[src/cdma_pkg.sv]
// Central DMA shared definitions
`default_nettype none

package cdma_pkg;

  //////////////////////////////
  // Widths
  //////////////////////////////

  // Word address into the on-chip memory
  localparam int ADDR_BITS = 10;
  // One stream or memory word
  localparam int DATA_BITS = 32;
  // Descriptor length in words, zero never issued
  localparam int LEN_BITS = 8;

  //////////////////////////////
  // Types
  //////////////////////////////

  typedef logic [ADDR_BITS-1:0] addr_t;
  typedef logic [DATA_BITS-1:0] data_t;
  typedef logic [LEN_BITS-1:0] len_t;

  // Shared by read and write engines
  typedef enum logic [1:0] {
    IDLE,
    RUN,
    DONE
  } engine_state_t;

endpackage

`default_nettype wire

[src/desc_fifo.sv]
// Valid/ready descriptor FIFO
`timescale 1ns/10ps
`default_nettype none

module desc_fifo #(
  parameter int WIDTH = 8,
  parameter int DEPTH = 4
) (
  input  wire              aclk,
  input  wire              arst_n,
  input  wire              in_valid,
  output logic             in_ready,
  input  wire [WIDTH-1:0]  in_data,
  output logic             out_valid,
  input  wire              out_ready,
  output logic [WIDTH-1:0] out_data
);

  localparam int PTR_BITS = (DEPTH > 1) ? $clog2(DEPTH) : 1;
  localparam int CNT_BITS = $clog2(DEPTH + 1);
  localparam logic [PTR_BITS-1:0] LAST_PTR = PTR_BITS'(DEPTH - 1);
  localparam logic [CNT_BITS-1:0] FULL_CNT = CNT_BITS'(DEPTH);

  // Storage, payload only
  logic [WIDTH-1:0] mem [DEPTH];
  logic [PTR_BITS-1:0] wr_ptr;
  logic [PTR_BITS-1:0] rd_ptr;
  logic [CNT_BITS-1:0] count;
  logic [CNT_BITS-1:0] count_nxt;
  logic push;
  logic pop;

  assign push = in_valid & in_ready;
  assign pop = out_valid & out_ready;

  // First-word fall-through head
  assign out_valid = (count != '0);
  assign out_data = mem[rd_ptr];

  // Occupancy after this edge
  always_comb begin
    case ({push, pop})
      2'b10:   count_nxt = count + 1'b1;
      2'b01:   count_nxt = count - 1'b1;
      default: count_nxt = count;
    endcase
  end

  always_ff @(posedge aclk) begin
    if (push) begin
      mem[wr_ptr] <= in_data;
    end
  end

  // Pointers wrap at DEPTH, need not be a power of two
  // Ready registered so it stays low in the first cycle out of reset
  always_ff @(posedge aclk or negedge arst_n) begin
    if (!arst_n) begin
      wr_ptr   <= '0;
      rd_ptr   <= '0;
      count    <= '0;
      in_ready <= 1'b0;
    end else begin
      if (push) begin
        wr_ptr <= (wr_ptr == LAST_PTR) ? '0 : wr_ptr + 1'b1;
      end
      if (pop) begin
        rd_ptr <= (rd_ptr == LAST_PTR) ? '0 : rd_ptr + 1'b1;
      end
      count    <= count_nxt;
      in_ready <= (count_nxt != FULL_CNT);
    end
  end

endmodule

`default_nettype wire

[src/desc_sequencer.sv]
// Per-channel descriptor sequencer
`timescale 1ns/10ps
`default_nettype none

module desc_sequencer #(
  parameter int QDEPTH = 4
) (
  input  wire                    aclk,
  input  wire                    arst_n,
  // Descriptor in
  input  wire                    s_valid,
  output logic                   s_ready,
  input  wire cdma_pkg::addr_t   s_addr,
  input  wire cdma_pkg::len_t    s_len,
  input  wire                    s_ctl,
  // Descriptor to engine
  output logic                   eng_valid,
  input  wire                    eng_ready,
  output cdma_pkg::addr_t        eng_addr,
  output cdma_pkg::len_t         eng_len,
  // Engine status
  input  wire                    eng_done,
  input  wire                    beat_last,
  // Gated completion
  output logic                   done,
  output logic                   last
);

  // Packed as {addr, len, ctl}
  localparam int DESC_BITS = cdma_pkg::ADDR_BITS + cdma_pkg::LEN_BITS + 1;

  logic [DESC_BITS-1:0] q_data;
  logic q_valid;
  logic q_ready;
  logic q_ctl;
  logic ctl_push;
  logic ctl_room;
  logic ctl_valid;
  logic ctl_head;

  //////////////////////////////
  // Descriptor queue
  //////////////////////////////

  desc_fifo #(
    .WIDTH (DESC_BITS),
    .DEPTH (QDEPTH)
  ) desc_q0 (
    .aclk      (aclk),
    .arst_n    (arst_n),
    .in_valid  (s_valid),
    .in_ready  (s_ready),
    .in_data   ({s_addr, s_len, s_ctl}),
    .out_valid (q_valid),
    .out_ready (q_ready),
    .out_data  (q_data)
  );

  assign {eng_addr, eng_len, q_ctl} = q_data;

  // Forward only if the ctl queue can take the bit too
  assign eng_valid = q_valid & ctl_room;
  assign q_ready = eng_ready & ctl_room;
  assign ctl_push = eng_valid & eng_ready;

  //////////////////////////////
  // Control-bit queue
  //////////////////////////////

  // Head is the ctl of the descriptor now in the engine
  desc_fifo #(
    .WIDTH (1),
    .DEPTH (QDEPTH)
  ) ctl_q0 (
    .aclk      (aclk),
    .arst_n    (arst_n),
    .in_valid  (ctl_push),
    .in_ready  (ctl_room),
    .in_data   (q_ctl),
    .out_valid (ctl_valid),
    .out_ready (eng_done),
    .out_data  (ctl_head)
  );

  // Engines finish in order, so head ctl marks the transfer end
  assign done = eng_done & ctl_valid & ctl_head;
  assign last = beat_last & ctl_valid & ctl_head;

endmodule

`default_nettype wire

[config.mk]
export PLATFORM = sky130hd
export DESIGN_NAME = desc_sequencer
export DESIGN_NICKNAME = d
export VERILOG_FILES = /design/src/cdma_pkg.sv /design/src/desc_fifo.sv /design/src/desc_sequencer.sv
export SDC_FILE = /design/constraint.sdc
export NUM_CORES = 1
export LEC_CHECK = 0
export BUFFER_PORTS_ARGS = -buffer_cell sky130_fd_sc_hd__buf_2
export CAP_MARGIN = 20
export CORE_UTILIZATION = 51
export DETAILED_ROUTE_END_ITERATION = 7
export HOLD_SLACK_MARGIN = 0.06
export PLACE_DENSITY = 0.79
export SETUP_SLACK_MARGIN = 0.3
export SLEW_MARGIN = 20
export SYNTH_ARGS = -nofsm -noshare
export SYNTH_HDL_FRONTEND = slang
export SYNTH_SLANG_ARGS = --single-unit
[constraint.sdc]
create_clock -name aclk -period 2.65 [get_ports aclk]
set_clock_uncertainty 0.15 [all_clocks]
set_input_delay 0.53 -clock aclk [delete_from_list [all_inputs] [get_ports aclk]]
set_output_delay 0.53 -clock aclk [all_outputs]
set_load 0.02 [all_outputs]
==> metrics.yaml, run 1 <==
outcome: "complete, no violations"
final_max_slew_viol_count: 0
yosysWarnings: 0
final_cell_mix: "edfxtp_1 (80), buf_2 (29), mux4_2 (20)"
ys_seq_elements: 96
synth_cells: 188
power_switching_mw: 1.78
place_area_sq_um: 4240
htree_levels: 3
critPathLaunchType: "register"
crit_top_cell: "inv_2"
relSlewSlack: 0.755
hold_depth: 1
place.gp.congestion: 0.724
crit_slowest_cell: "dfrtp_1"
fill_cells: 500
fin_area_sq_um: 4650
finalSetupTns_ns: 0
syn_nets: 227
critPathBufInv: 2
drc_errors: 0
seq_area_sq_um: 2800
clock-sinks: 96
power.density_nw_per_um2: 1150
seq_power_share: 0.408
min_path_type: "input pin to register"
clockPowerShare: 0.171
setup_viol: 0
grt_max_degree: 20
dieArea_sq_um: 7860
grt_overflow_total: 0
numCtsBuffers: 9
antennaDiodeCount: 0
cpPeakStageDelay_ns: 0.39
fmax_mhz: 417
crit_path_end_kind: "register"
die_x_um: 88.6
synth.cell_area_sq_um: 3830
core_sq_um: 7250
grt_pass1_wl_um: 9030
cp.required_ns: 2.75
leakagePower_nw: 1.79
finalNonFillerCells: 361
cp.depth: 9
finalCritPeriodShare: 0.906
grt_pass1_vias: 1828
totalWireLength_um: 6110
final_common_cell: "edfxtp_1"
drt_iter0_markers: 94
cts_tree: "built"
routedWlPerCell_um: 16.9
dpl_worst_slack_ns: 0.124
multiInputGateArea_sq_um: 970
start_util: 0.528
critPathKind: "register to register"
worst_skew_pair.late_latency_ns: 0.36
worstPathArrival_ns: 2.50
layout-drive-gt1-share: 0.424
comb_power_share: 0.421
min_period_ns: 2.40
critPathTopFamily: "compound AO/OA/AOI/OAI gates"
row_count: 31
syn_avg_cell_area_sq_um: 20.4
rsz0062_at_grt: "true"
dpl.hpwl_um: 3820
worstRegToRegCells: 9
clk_pin_slew_worst_paths_ns: 0.11
path_max_fanout: 3
utilization: 0.641
hold_viol_final: 0
viasPerCell: 5.21
grt_use_total: 0.167
worstMarginPinSlew_ns: 0.368
cts_root_buf: "clkbuf_8"
ys_seq_area_frac: 0.732
ant_nets: 0
p_int_mw: 3.58
drt_pass1_iterations: 4
timing.final.ws_setup_ns: 0.249
ioPinCount: 47
nNetsFinal: 296
die_h_um: 88.6
drv_cap: 0
clk_path_buf_depth: 2
synthToLayoutAreaGrowth_pct: 21.4
worstPathCellList: "o31a_1, and2_4, inv_2, ha_4, inv_2, fa_2, xor2_1, or3_1, a211o_1"
via_count: 1882
ys_types: 24
swShare: 0.332
ir_drop_v: 0.000525
portBuffers: 46
antenna_found_initial: 0
numPlacedInstances: 336
-- layer usage --
metal,GRT usage,share of wire,wire (um)
met2,0.273,0.51,3130
met1,0.207,0.43,2610
met4,0.0748,0.015,93
met5,0,0,0
met3,0.0494,0.046,278
-- synth_stat cells --
library cell  count  area (sq um)
o31a_1            1          8.76
nor2_1            3          11.3
buf_6             1          11.3
inv_1            12          45.0
or3_1             3          18.8
and2_1            1          6.26
mux2_2            3          33.8
edfxtp_1         80          2400
nand2_1           4          15.0
xor2_1            2          17.5
o21ai_0           2          10.0
mux2_4            4          60.1
a21o_1            1          7.51
and3_1           10          62.6
mux2i_1           2          20.0
nor3_1            1          5.00
ha_1             12           150
dfrtp_1          16           400
xnor2_1           2          17.5
buf_2             2          10.0
clkbuf_1          2          7.51
a211o_1           2          17.5
fa_1              2          40.0
mux4_2           20           450
-- flip-flops by register name, summed over array words and instances, names as in the netlist --
signal,flops
desc_q0.mem,76
ctl_q0.mem,4
ctl_q0.in_ready,1
desc_q0.count,3
ctl_q0.count,3
desc_q0.in_ready,1
ctl_q0.wr_ptr,2
ctl_q0.rd_ptr,2
desc_q0.rd_ptr,2
desc_q0.wr_ptr,2
-- cell families (layout without fill, tap and decap cells) --
group,count (synthesis),count (layout),share of synthesized area
adder cells (fa/ha/maj),14,14,0.0497
buffers and inverters,17,91,0.0193
flip-flops,96,96,0.732
XOR/XNOR,4,4,0.00915
multiplexers,29,29,0.147
AO/OA/AOI/OAI,6,6,0.0114
AND/OR/NAND/NOR,22,22,0.0310
-- what timing repair did --
item	4_1_cts	5_1_grt
buffers inserted	4	3
gates resized for setup	4	36
pin swaps	2	1
hold buffers	1	0
setup endpoints to repair	17	22
endpoints found under the hold margin	16	0
gates cloned	0	1
-- final timing paths --
| kind | startpoint | to | slack (ns) |
|---|---|---|---|
| worst max-delay path | desc_q0.count[0]$_DFF_PN0_ | ctl_q0.in_ready$_DFF_PN0_ | 0.25 |
| worst min-delay path | s_addr[3] | desc_q0.mem[0][12]$_DFFE_PP_ | 0.22 |
| worst max register to register | desc_q0.count[0]$_DFF_PN0_ | ctl_q0.in_ready$_DFF_PN0_ | 0.25 |
| worst min register to register | ctl_q0.count[0]$_DFF_PN0_ | ctl_q0.count[0]$_DFF_PN0_ | 0.38 |
| max in group asynchronous | arst_n | desc_q0.rd_ptr[0]$_DFFE_PN0P_ | 1.60 |
| min in group asynchronous | arst_n | desc_q0.count[2]$_DFF_PN0_ | 0.46 |
-- final cells by class --
cell class	instances	area share
repair buffers	63	0.110
inverters	12	0.00969
clock inverters	7	0.0145
clock buffers	9	0.0267
multi-input cells	75	0.209
well taps	99	0.0267
flip-flops and latches	96	0.603
-- stage by stage --
step | power, mW | hold WS [ns]
6_report | 5.36 | 0.224
5_1_grt | 5.66 | 0.202
4_1_cts | 5.09 | 0.201
3_5_place_dp | 4.10 | 0.314
3_3_place_gp | 4.04 | 0.312
2_1_floorplan | 3.53 | 0.0844
-- power groups by stage --
stage	Combinational (mW)	Sequential, mW	Clock, mW
3_5_place_dp	1.88	2.22	0
2_1_floorplan	1.36	2.17	0
3_3_place_gp	1.84	2.20	0
6_report	2.25	2.19	0.915
4_1_cts	1.96	2.18	0.942
5_1_grt	2.44	2.22	1.00
-- worst register-to-register path, delay by kind of cell, from the launching register on --
kind            cells  cell delay, ns
flops               1            0.39
fa+ha+maj           2            0.46
compound gates      2            0.58
xor+xnor            1            0.15
simple gates        2            0.47
buf+inv             2            0.10
(Power assumes the default switching activity.)
==> run 2, diff against run 1 <==
--- a/config.mk
+++ b/config.mk
@@ -7,12 +7,13 @@
 export LEC_CHECK = 0
 export BUFFER_PORTS_ARGS = -buffer_cell sky130_fd_sc_hd__buf_2
 export CAP_MARGIN = 20
-export CORE_UTILIZATION = 51
+export CORE_UTILIZATION = 52
 export DETAILED_ROUTE_END_ITERATION = 7
 export HOLD_SLACK_MARGIN = 0.06
-export PLACE_DENSITY = 0.79
+export PLACE_DENSITY = 0.8
 export SETUP_SLACK_MARGIN = 0.3
 export SLEW_MARGIN = 20
 export SYNTH_ARGS = -nofsm -noshare
 export SYNTH_HDL_FRONTEND = slang
+export SYNTH_HIERARCHICAL = 1
 export SYNTH_SLANG_ARGS = --single-unit
==> metrics.yaml, run 2 <==
outcome: "complete, no violations"  # unchanged
reg.largest.list: "desc_q0/mem x76, ctl_q0/mem x4"  # was desc_q0.mem x76, ctl_q0.mem x4
largest_reg_flops: 76  # unchanged
cts_root_buf: "clkbuf_8"  # unchanged
dpl.hpwl_um: 3910  # was 3820 um
clk_path_buf_depth: 2  # unchanged
syn_avg_cell_area_sq_um: 20.1  # was 20.4 sq um
cts_tree: "built"  # unchanged
power.density_nw_per_um2: 1150  # about the same
drv_cap: 0  # unchanged
synth_cells: 191  # was 188
min_period_ns: 2.53  # was 2.40 ns
drt_pass1_iterations: 4  # unchanged
path_max_fanout: 2  # was 3
die_x_um: 87.9  # was 88.6 um
ir_drop_v: 0.000661  # was 0.000525 V
rsz0062_at_grt: "true"  # unchanged
min_path_type: "input pin to register"  # unchanged
grt_max_degree: 22  # was 20
drt_iter0_markers: 146  # was 94
core_sq_um: 6940  # was 7250 sq um
synth_top_area_frac: 0.627  # about the same
dominantRegCellSynth: "edfxtp_1"  # unchanged
row_count: 30  # was 31
worstMarginPinSlew_ns: 0.382  # was 0.368 ns
leakagePower_nw: 1.81  # was 1.79 nW
synth.area.top_cells: "edfxtp_1 (63%), mux4_2 (12%), dfrtp_1 (10%), ha_1 (3.9%), and3_1 (1.8%)"  # was edfxtp_1 (63%), mux4_2 (12%), dfrtp_1 (10%), ha_1 (3.9%), and3_1 (1.6%)
ys_seq_area_frac: 0.731  # was 0.732
portBuffers: 46  # unchanged
yosys.area.top_type: "edfxtp_1"  # unchanged
clk_pin_slew_worst_paths_ns: 0.10  # was 0.11 ns
via_count: 1919  # was 1,882
nNetsFinal: 302  # was 296
synth.cell_area_sq_um: 3830  # about the same
finalNonFillerCells: 364  # was 361
seq_area_sq_um: 2810  # was 2800 sq um
numPlacedInstances: 335  # was 336
numCtsBuffers: 9  # unchanged
layout-drive-gt1-share: 0.448  # was 0.424
crit_path_end_kind: "register"  # unchanged
regMostFlops: "desc_q0/mem"  # was desc_q0.mem
fill_cells: 457  # was 500
synthToLayoutAreaGrowth_pct: 23.0  # was 21.4%
dieArea_sq_um: 7720  # was 7860 sq um
total_power_mw: 5.41  # was 5.36 mW
grt_use_total: 0.188  # was 0.167
ioPinCount: 47  # unchanged
hold_viol_final: 0  # unchanged
start_util: 0.552  # was 0.528
worst_skew_pair.late_latency_ns: 0.36  # about the same
ant_nets: 0  # unchanged
yosysWarnings: 6  # was 0
finalSetupTns_ns: 0  # unchanged
ys_types: 23  # was 24
grt_pass1_vias: 2017  # was 1,828
ys_seq_elements: 96  # unchanged
synth_most_common_cell: "edfxtp_1"  # unchanged
finalCritPeriodShare: 0.954  # was 0.906
die_h_um: 87.9  # was 88.6 um
totalWireLength_um: 6700  # was 6110 um
final_cell_mix: "edfxtp_1 (80), buf_2 (33), mux4_2 (20)"  # was edfxtp_1 (80), buf_2 (29), mux4_2 (20)
antennaDiodeCount: 0  # unchanged
final_common_cell: "edfxtp_1"  # unchanged
setup_viol: 0  # unchanged
syn_nets: 230  # was 227
grt_overflow_total: 0  # unchanged
synth-edff-count: 80  # unchanged
htree_levels: 3  # unchanged
fmax_mhz: 396  # was 417 MHz
relSlewSlack: 0.746  # was 0.755
final_max_slew_viol_count: 0  # unchanged
routedWlPerCell_um: 18.4  # was 16.9 um
synth_commonest_cells: "edfxtp_1 (80), mux4_2 (20), dfrtp_1 (16)"  # unchanged
grt_pass1_wl_um: 10100  # was 9030 um
drc_errors: 0  # unchanged
antenna_found_initial: 0  # unchanged
place.gp.congestion: 0.688  # was 0.724
critPathKind: "register to register"  # unchanged
viasPerCell: 5.27  # was 5.21
critPathLaunchType: "register"  # unchanged
clock-sinks: 96  # unchanged
async_flop_share: 0.167  # unchanged
multiInputGateArea_sq_um: 1020  # was 970 sq um
cp.required_ns: 2.75  # about the same
worstPathArrival_ns: 2.63  # was 2.50 ns
## run 2: cell type report
| class | instances | area share |
|---|---|---|
| inverters | 12 | 0.00955 |
| well taps | 96 | 0.0255 |
| repair buffers | 65 | 0.113 |
| multi-input cells | 79 | 0.217 |
| flip-flops and latches | 96 | 0.595 |
| clock buffers | 9 | 0.0263 |
| clock inverters | 7 | 0.0141 |
## run 2: layer usage
layer / vias up / GRT usage / share of wire / wire length, um
met5: - / 0 / 0 / 0
met4: 0 / 0.0924 / 0.013 / 89
met3: 8 / 0.0452 / 0.033 / 224
met2: 43 / 0.297 / 0.51 / 3420
met1: 972 / 0.248 / 0.44 / 2970
li1: 896 / - / - / -
## run 2: logic make-up (layout without fill, tap and decap cells)
kind of cell / count (synthesis) / count (layout) / synth area share
flops: 96 / 96 / 0.731
compound gates: 6 / 6 / 0.0111
simple gates: 27 / 27 / 0.0408
buf+inv: 16 / 93 / 0.0179
xor+xnor: 4 / 4 / 0.00914
mux: 28 / 28 / 0.140
fa+ha+maj: 14 / 14 / 0.0496
## run 2: metrics by stage
step                utilization  hold slack, ns  worst slack [ns]  instance area, sq um
finish                    0.679           0.229             0.122                  4720
global route              0.679           0.206            0.0708                  4720
CTS                       0.656           0.217             0.120                  4550
detailed placement        0.611           0.321            0.0283                  4250
global placement          0.611           0.315            0.0904                  4250
floorplan                     -          0.0844             0.118                  3860
## run 2: worst max-delay path, stage by stage (launching register included)
cell,delay (ns)
dfrtp_1,0.38
or3_4,0.39
and3_4,0.19
nand2_4,0.08
ha_4,0.13
inv_1,0.05
fa_2,0.33
xor2_1,0.15
or3_1,0.32
a211o_1,0.26
## run 2: worst paths after layout
check / start / endpoint / slack [ns] / cells past startpoint
max in group asynchronous: arst_n / desc_q0/rd_ptr[0]$_DFFE_PN0P_ / 1.59 / 2
min reg2reg: desc_q0/count[0]$_DFF_PN0_ / desc_q0/count[0]$_DFF_PN0_ / 0.40 / 1
max reg2reg: desc_q0/count[1]$_DFF_PN0_ / ctl_q0/in_ready$_DFF_PN0_ / 0.12 / 9
min in group asynchronous: arst_n / ctl_q0/wr_ptr[1]$_DFFE_PN0P_ / 0.46 / 2
min: s_addr[5] / desc_q0/mem[0][14]$_DFFE_PP_ / 0.23 / 1
max: desc_q0/count[1]$_DFF_PN0_ / ctl_q0/in_ready$_DFF_PN0_ / 0.12 / 9
## run 2: power breakdown
| part | switching (mW) | total, mW | internal (mW) | leakage [nW] |
|---|---|---|---|---|
| logic | 1.12 | 2.32 | 1.20 | 0.792 |
| clock network | 0.542 | 0.905 | 0.363 | 0.0965 |
| registers | 0.158 | 2.18 | 2.03 | 0.916 |
| total | 1.82 | 5.41 | 3.58 | 1.81 |
## run 2: timing repair
| action | CTS | global route |
|---|---|---|
| hold buffers | 1 | 0 |
| setup endpoints to repair | 12 | 23 |
| endpoints found under the hold margin | 16 | 0 |
| gates cloned | 2 | 0 |
| gates resized for setup | 9 | 33 |
| pin swaps | 5 | 5 |
| setup buffers | 4 | 6 |
==> run 3, diff against run 2 <==
--- a/config.mk
+++ b/config.mk
@@ -7,10 +7,12 @@
 export LEC_CHECK = 0
 export BUFFER_PORTS_ARGS = -buffer_cell sky130_fd_sc_hd__buf_2
 export CAP_MARGIN = 20
-export CORE_UTILIZATION = 52
+export CELL_PAD_IN_SITES_DETAIL_PLACEMENT = 1
+export CELL_PAD_IN_SITES_GLOBAL_PLACEMENT = 2
+export CORE_UTILIZATION = 39
 export DETAILED_ROUTE_END_ITERATION = 7
 export HOLD_SLACK_MARGIN = 0.06
-export PLACE_DENSITY = 0.8
+export PLACE_DENSITY = 0.79
 export SETUP_SLACK_MARGIN = 0.3
 export SLEW_MARGIN = 20
 export SYNTH_ARGS = -nofsm -noshare
==> metrics.yaml, run 3 (synthesis results as in run 2) <==
nNetsFinal: 303  # was 302
dieArea_sq_um: 10200  # was 7720 sq um
die_h_um: 101  # was 87.9 um
reg.largest.list: "desc_q0/mem x76, ctl_q0/mem x4"  # unchanged
regMostFlops: "desc_q0/mem"  # unchanged
drt_pass1_iterations: 4  # unchanged
clk_pin_slew_worst_paths_ns: 0.10  # about the same
clockPowerShare: 0.187  # was 0.167
hold_depth: 1  # unchanged
cp.required_ns: 2.75  # about the same
place_area_sq_um: 4290  # was 4250 sq um
drt_iter0_markers: 76  # was 146
viasPerCell: 4.96  # was 5.27
drv_cap: 0  # unchanged
clk_path_buf_depth: 2  # unchanged
totalWireLength_um: 7470  # was 6700 um
worstRegToRegCells: 9  # unchanged
htree_levels: 3  # unchanged
grt_pass1_wl_um: 11200  # was 10,100 um
critPathBufInv: 1  # unchanged
portBuffers: 46  # unchanged
routedWlPerCell_um: 18.8  # was 18.4 um
min_period_ns: 2.50  # was 2.53 ns
p_int_mw: 3.80  # was 3.58 mW
min_path_type: "input pin to register"  # unchanged
setup_viol: 0  # unchanged
final_max_slew_viol_count: 0  # unchanged
power_switching_mw: 1.84  # was 1.82 mW
finalCritPeriodShare: 0.943  # was 0.954
core_sq_um: 9370  # was 6940 sq um
grt_use_total: 0.151  # was 0.188
critPathTopFamily: "simple AND/OR/NAND/NOR gates"  # unchanged
crit_slowest_cell: "dfrtp_1"  # was or3_4
total_power_mw: 5.64  # was 5.41 mW
start_util: 0.409  # was 0.552
row_count: 35  # was 30
relSlewSlack: 0.752  # was 0.746
path_max_fanout: 2  # unchanged
swShare: 0.326  # was 0.337
die_x_um: 101  # was 87.9 um
ant_nets: 0  # unchanged
rsz0062_at_grt: "true"  # unchanged
ioPinCount: 47  # unchanged
antennaDiodeCount: 0  # unchanged
fmax_mhz: 400  # was 396 MHz
ir_drop_v: 0.000438  # was 0.000661 V
hold_viol_final: 0  # unchanged
via_count: 1969  # was 1,919
fin_area_sq_um: 4810  # was 4720 sq um
grt_max_degree: 22  # unchanged
worstPathCellList: "or3_4, and3_4, nand2_4, ha_4, inv_2, fa_2, xor2_1, or3_1, a211o_1"  # was or3_4, and3_4, nand2_4, ha_4, inv_1, fa_2, xor2_1, or3_1, a211o_1
power.density_nw_per_um2: 1170  # was 1150 nW/um^2
hold-worst-slack_ns: 0.235  # was 0.229 ns
cts_root_buf: "clkbuf_8"  # unchanged
dpl.hpwl_um: 4540  # was 3910 um
leakagePower_nw: 1.83  # was 1.81 nW
critPathKind: "register to register"  # unchanged
numCtsBuffers: 9  # unchanged
clock-sinks: 96  # unchanged
antenna_found_initial: 0  # unchanged
synthToLayoutAreaGrowth_pct: 25.6  # was 23.0%
cp.depth: 9  # unchanged
cpPeakStageDelay_ns: 0.38  # was 0.39 ns
grt_overflow_total: 0  # unchanged
crit_path_end_kind: "register"  # unchanged
seq_power_share: 0.389  # was 0.404
dpl_worst_slack_ns: 0.0139  # was 0.0283 ns
cts_tree: "built"  # unchanged
worst_skew_pair.late_latency_ns: 0.35  # was 0.36 ns
critPathLaunchType: "register"  # unchanged
layout-drive-gt1-share: 0.463  # was 0.448
worstMarginPinSlew_ns: 0.372  # was 0.382 ns
final_common_cell: "edfxtp_1"  # unchanged
comb_power_share: 0.424  # was 0.429
final_cell_mix: "edfxtp_1 (80), buf_2 (26), mux4_2 (20), buf_6 (20), buf_4 (16)"  # was edfxtp_1 (80), buf_2 (33), mux4_2 (20)
timing.final.ws_setup_ns: 0.152  # was 0.122 ns
worstPathArrival_ns: 2.60  # was 2.63 ns
finalSetupTns_ns: 0  # unchanged
place.gp.congestion: 0.709  # was 0.688
outcome: "complete, no violations"  # unchanged
drc_errors: 0  # unchanged
grt_pass1_vias: 2145  # was 2,017
largest_reg_flops: 76  # unchanged
## run 3: worst paths after layout
check	from	to	slack, ns
hold / removal	s_addr[4]	desc_q0/mem[3][13]$_DFFE_PP_	0.23
setup reg to reg	desc_q0/count[1]$_DFF_PN0_	ctl_q0/in_ready$_DFF_PN0_	0.15
hold reg to reg	ctl_q0/count[0]$_DFF_PN0_	ctl_q0/count[0]$_DFF_PN0_	0.39
min in group asynchronous	arst_n	desc_q0/rd_ptr[1]$_DFFE_PN0P_	0.46
max in group asynchronous	arst_n	desc_q0/rd_ptr[0]$_DFFE_PN0P_	1.60
setup / recovery	desc_q0/count[1]$_DFF_PN0_	ctl_q0/in_ready$_DFF_PN0_	0.15
## run 3: power groups by stage
stage               clock network (mW)  registers (mW)  logic, mW
CTS                               1.07            2.19       2.07
finish                            1.06            2.19       2.39
floorplan                            0            2.17       1.35
detailed placement                   0            2.22       1.89
global placement                     0            2.19       1.85
global route                      1.14            2.23       2.59
## run 3: what timing repair did
action                                 CTS  global route
setup buffers                            8             2
endpoints found under the hold margin   16             0
pin swaps                                6             6
hold buffers                             1             0
gates resized for setup                 17            44
gates cloned                             0             1
setup endpoints to repair               19            24
## run 3: final cells by class
cell class / instances / area [sq um]
multi-input cells: 79 / 1040
clock inverters: 6 / 92.6
well taps: 129 / 161
fillers: 895 / 4560
repair buffers: 66 / 551
inverters: 12 / 45.0
clock buffers: 9 / 124
flip-flops and latches: 96 / 2800
## run 3: metal layers
metal	wire, um	part of all wire	track usage	vias up
li1	-	-	-	891
met1	3330	0.45	0.192	1033
met2	3830	0.51	0.258	34
met3	209	0.028	0.0297	11
met4	106	0.014	0.0569	0
met5	0	0	0	-
## run 3: worst register-to-register path: stages, from the launching register on
cell     delay (ns)
dfrtp_1        0.38
or3_4          0.38
and3_4         0.19
nand2_4        0.07
ha_4           0.13
inv_2          0.03
fa_2           0.32
xor2_1         0.15
or3_1          0.33
a211o_1        0.26
## run 3: through the flow
| stage | instances | utilization |
|---|---|---|
| 3_3_place_gp | 370 | 0.458 |
| 3_5_place_dp | 370 | 0.458 |
| 5_1_grt | 397 | 0.514 |
| 6_report | 397 | 0.514 |
| 4_1_cts | 394 | 0.494 |
| 2_1_floorplan | 191 | - |
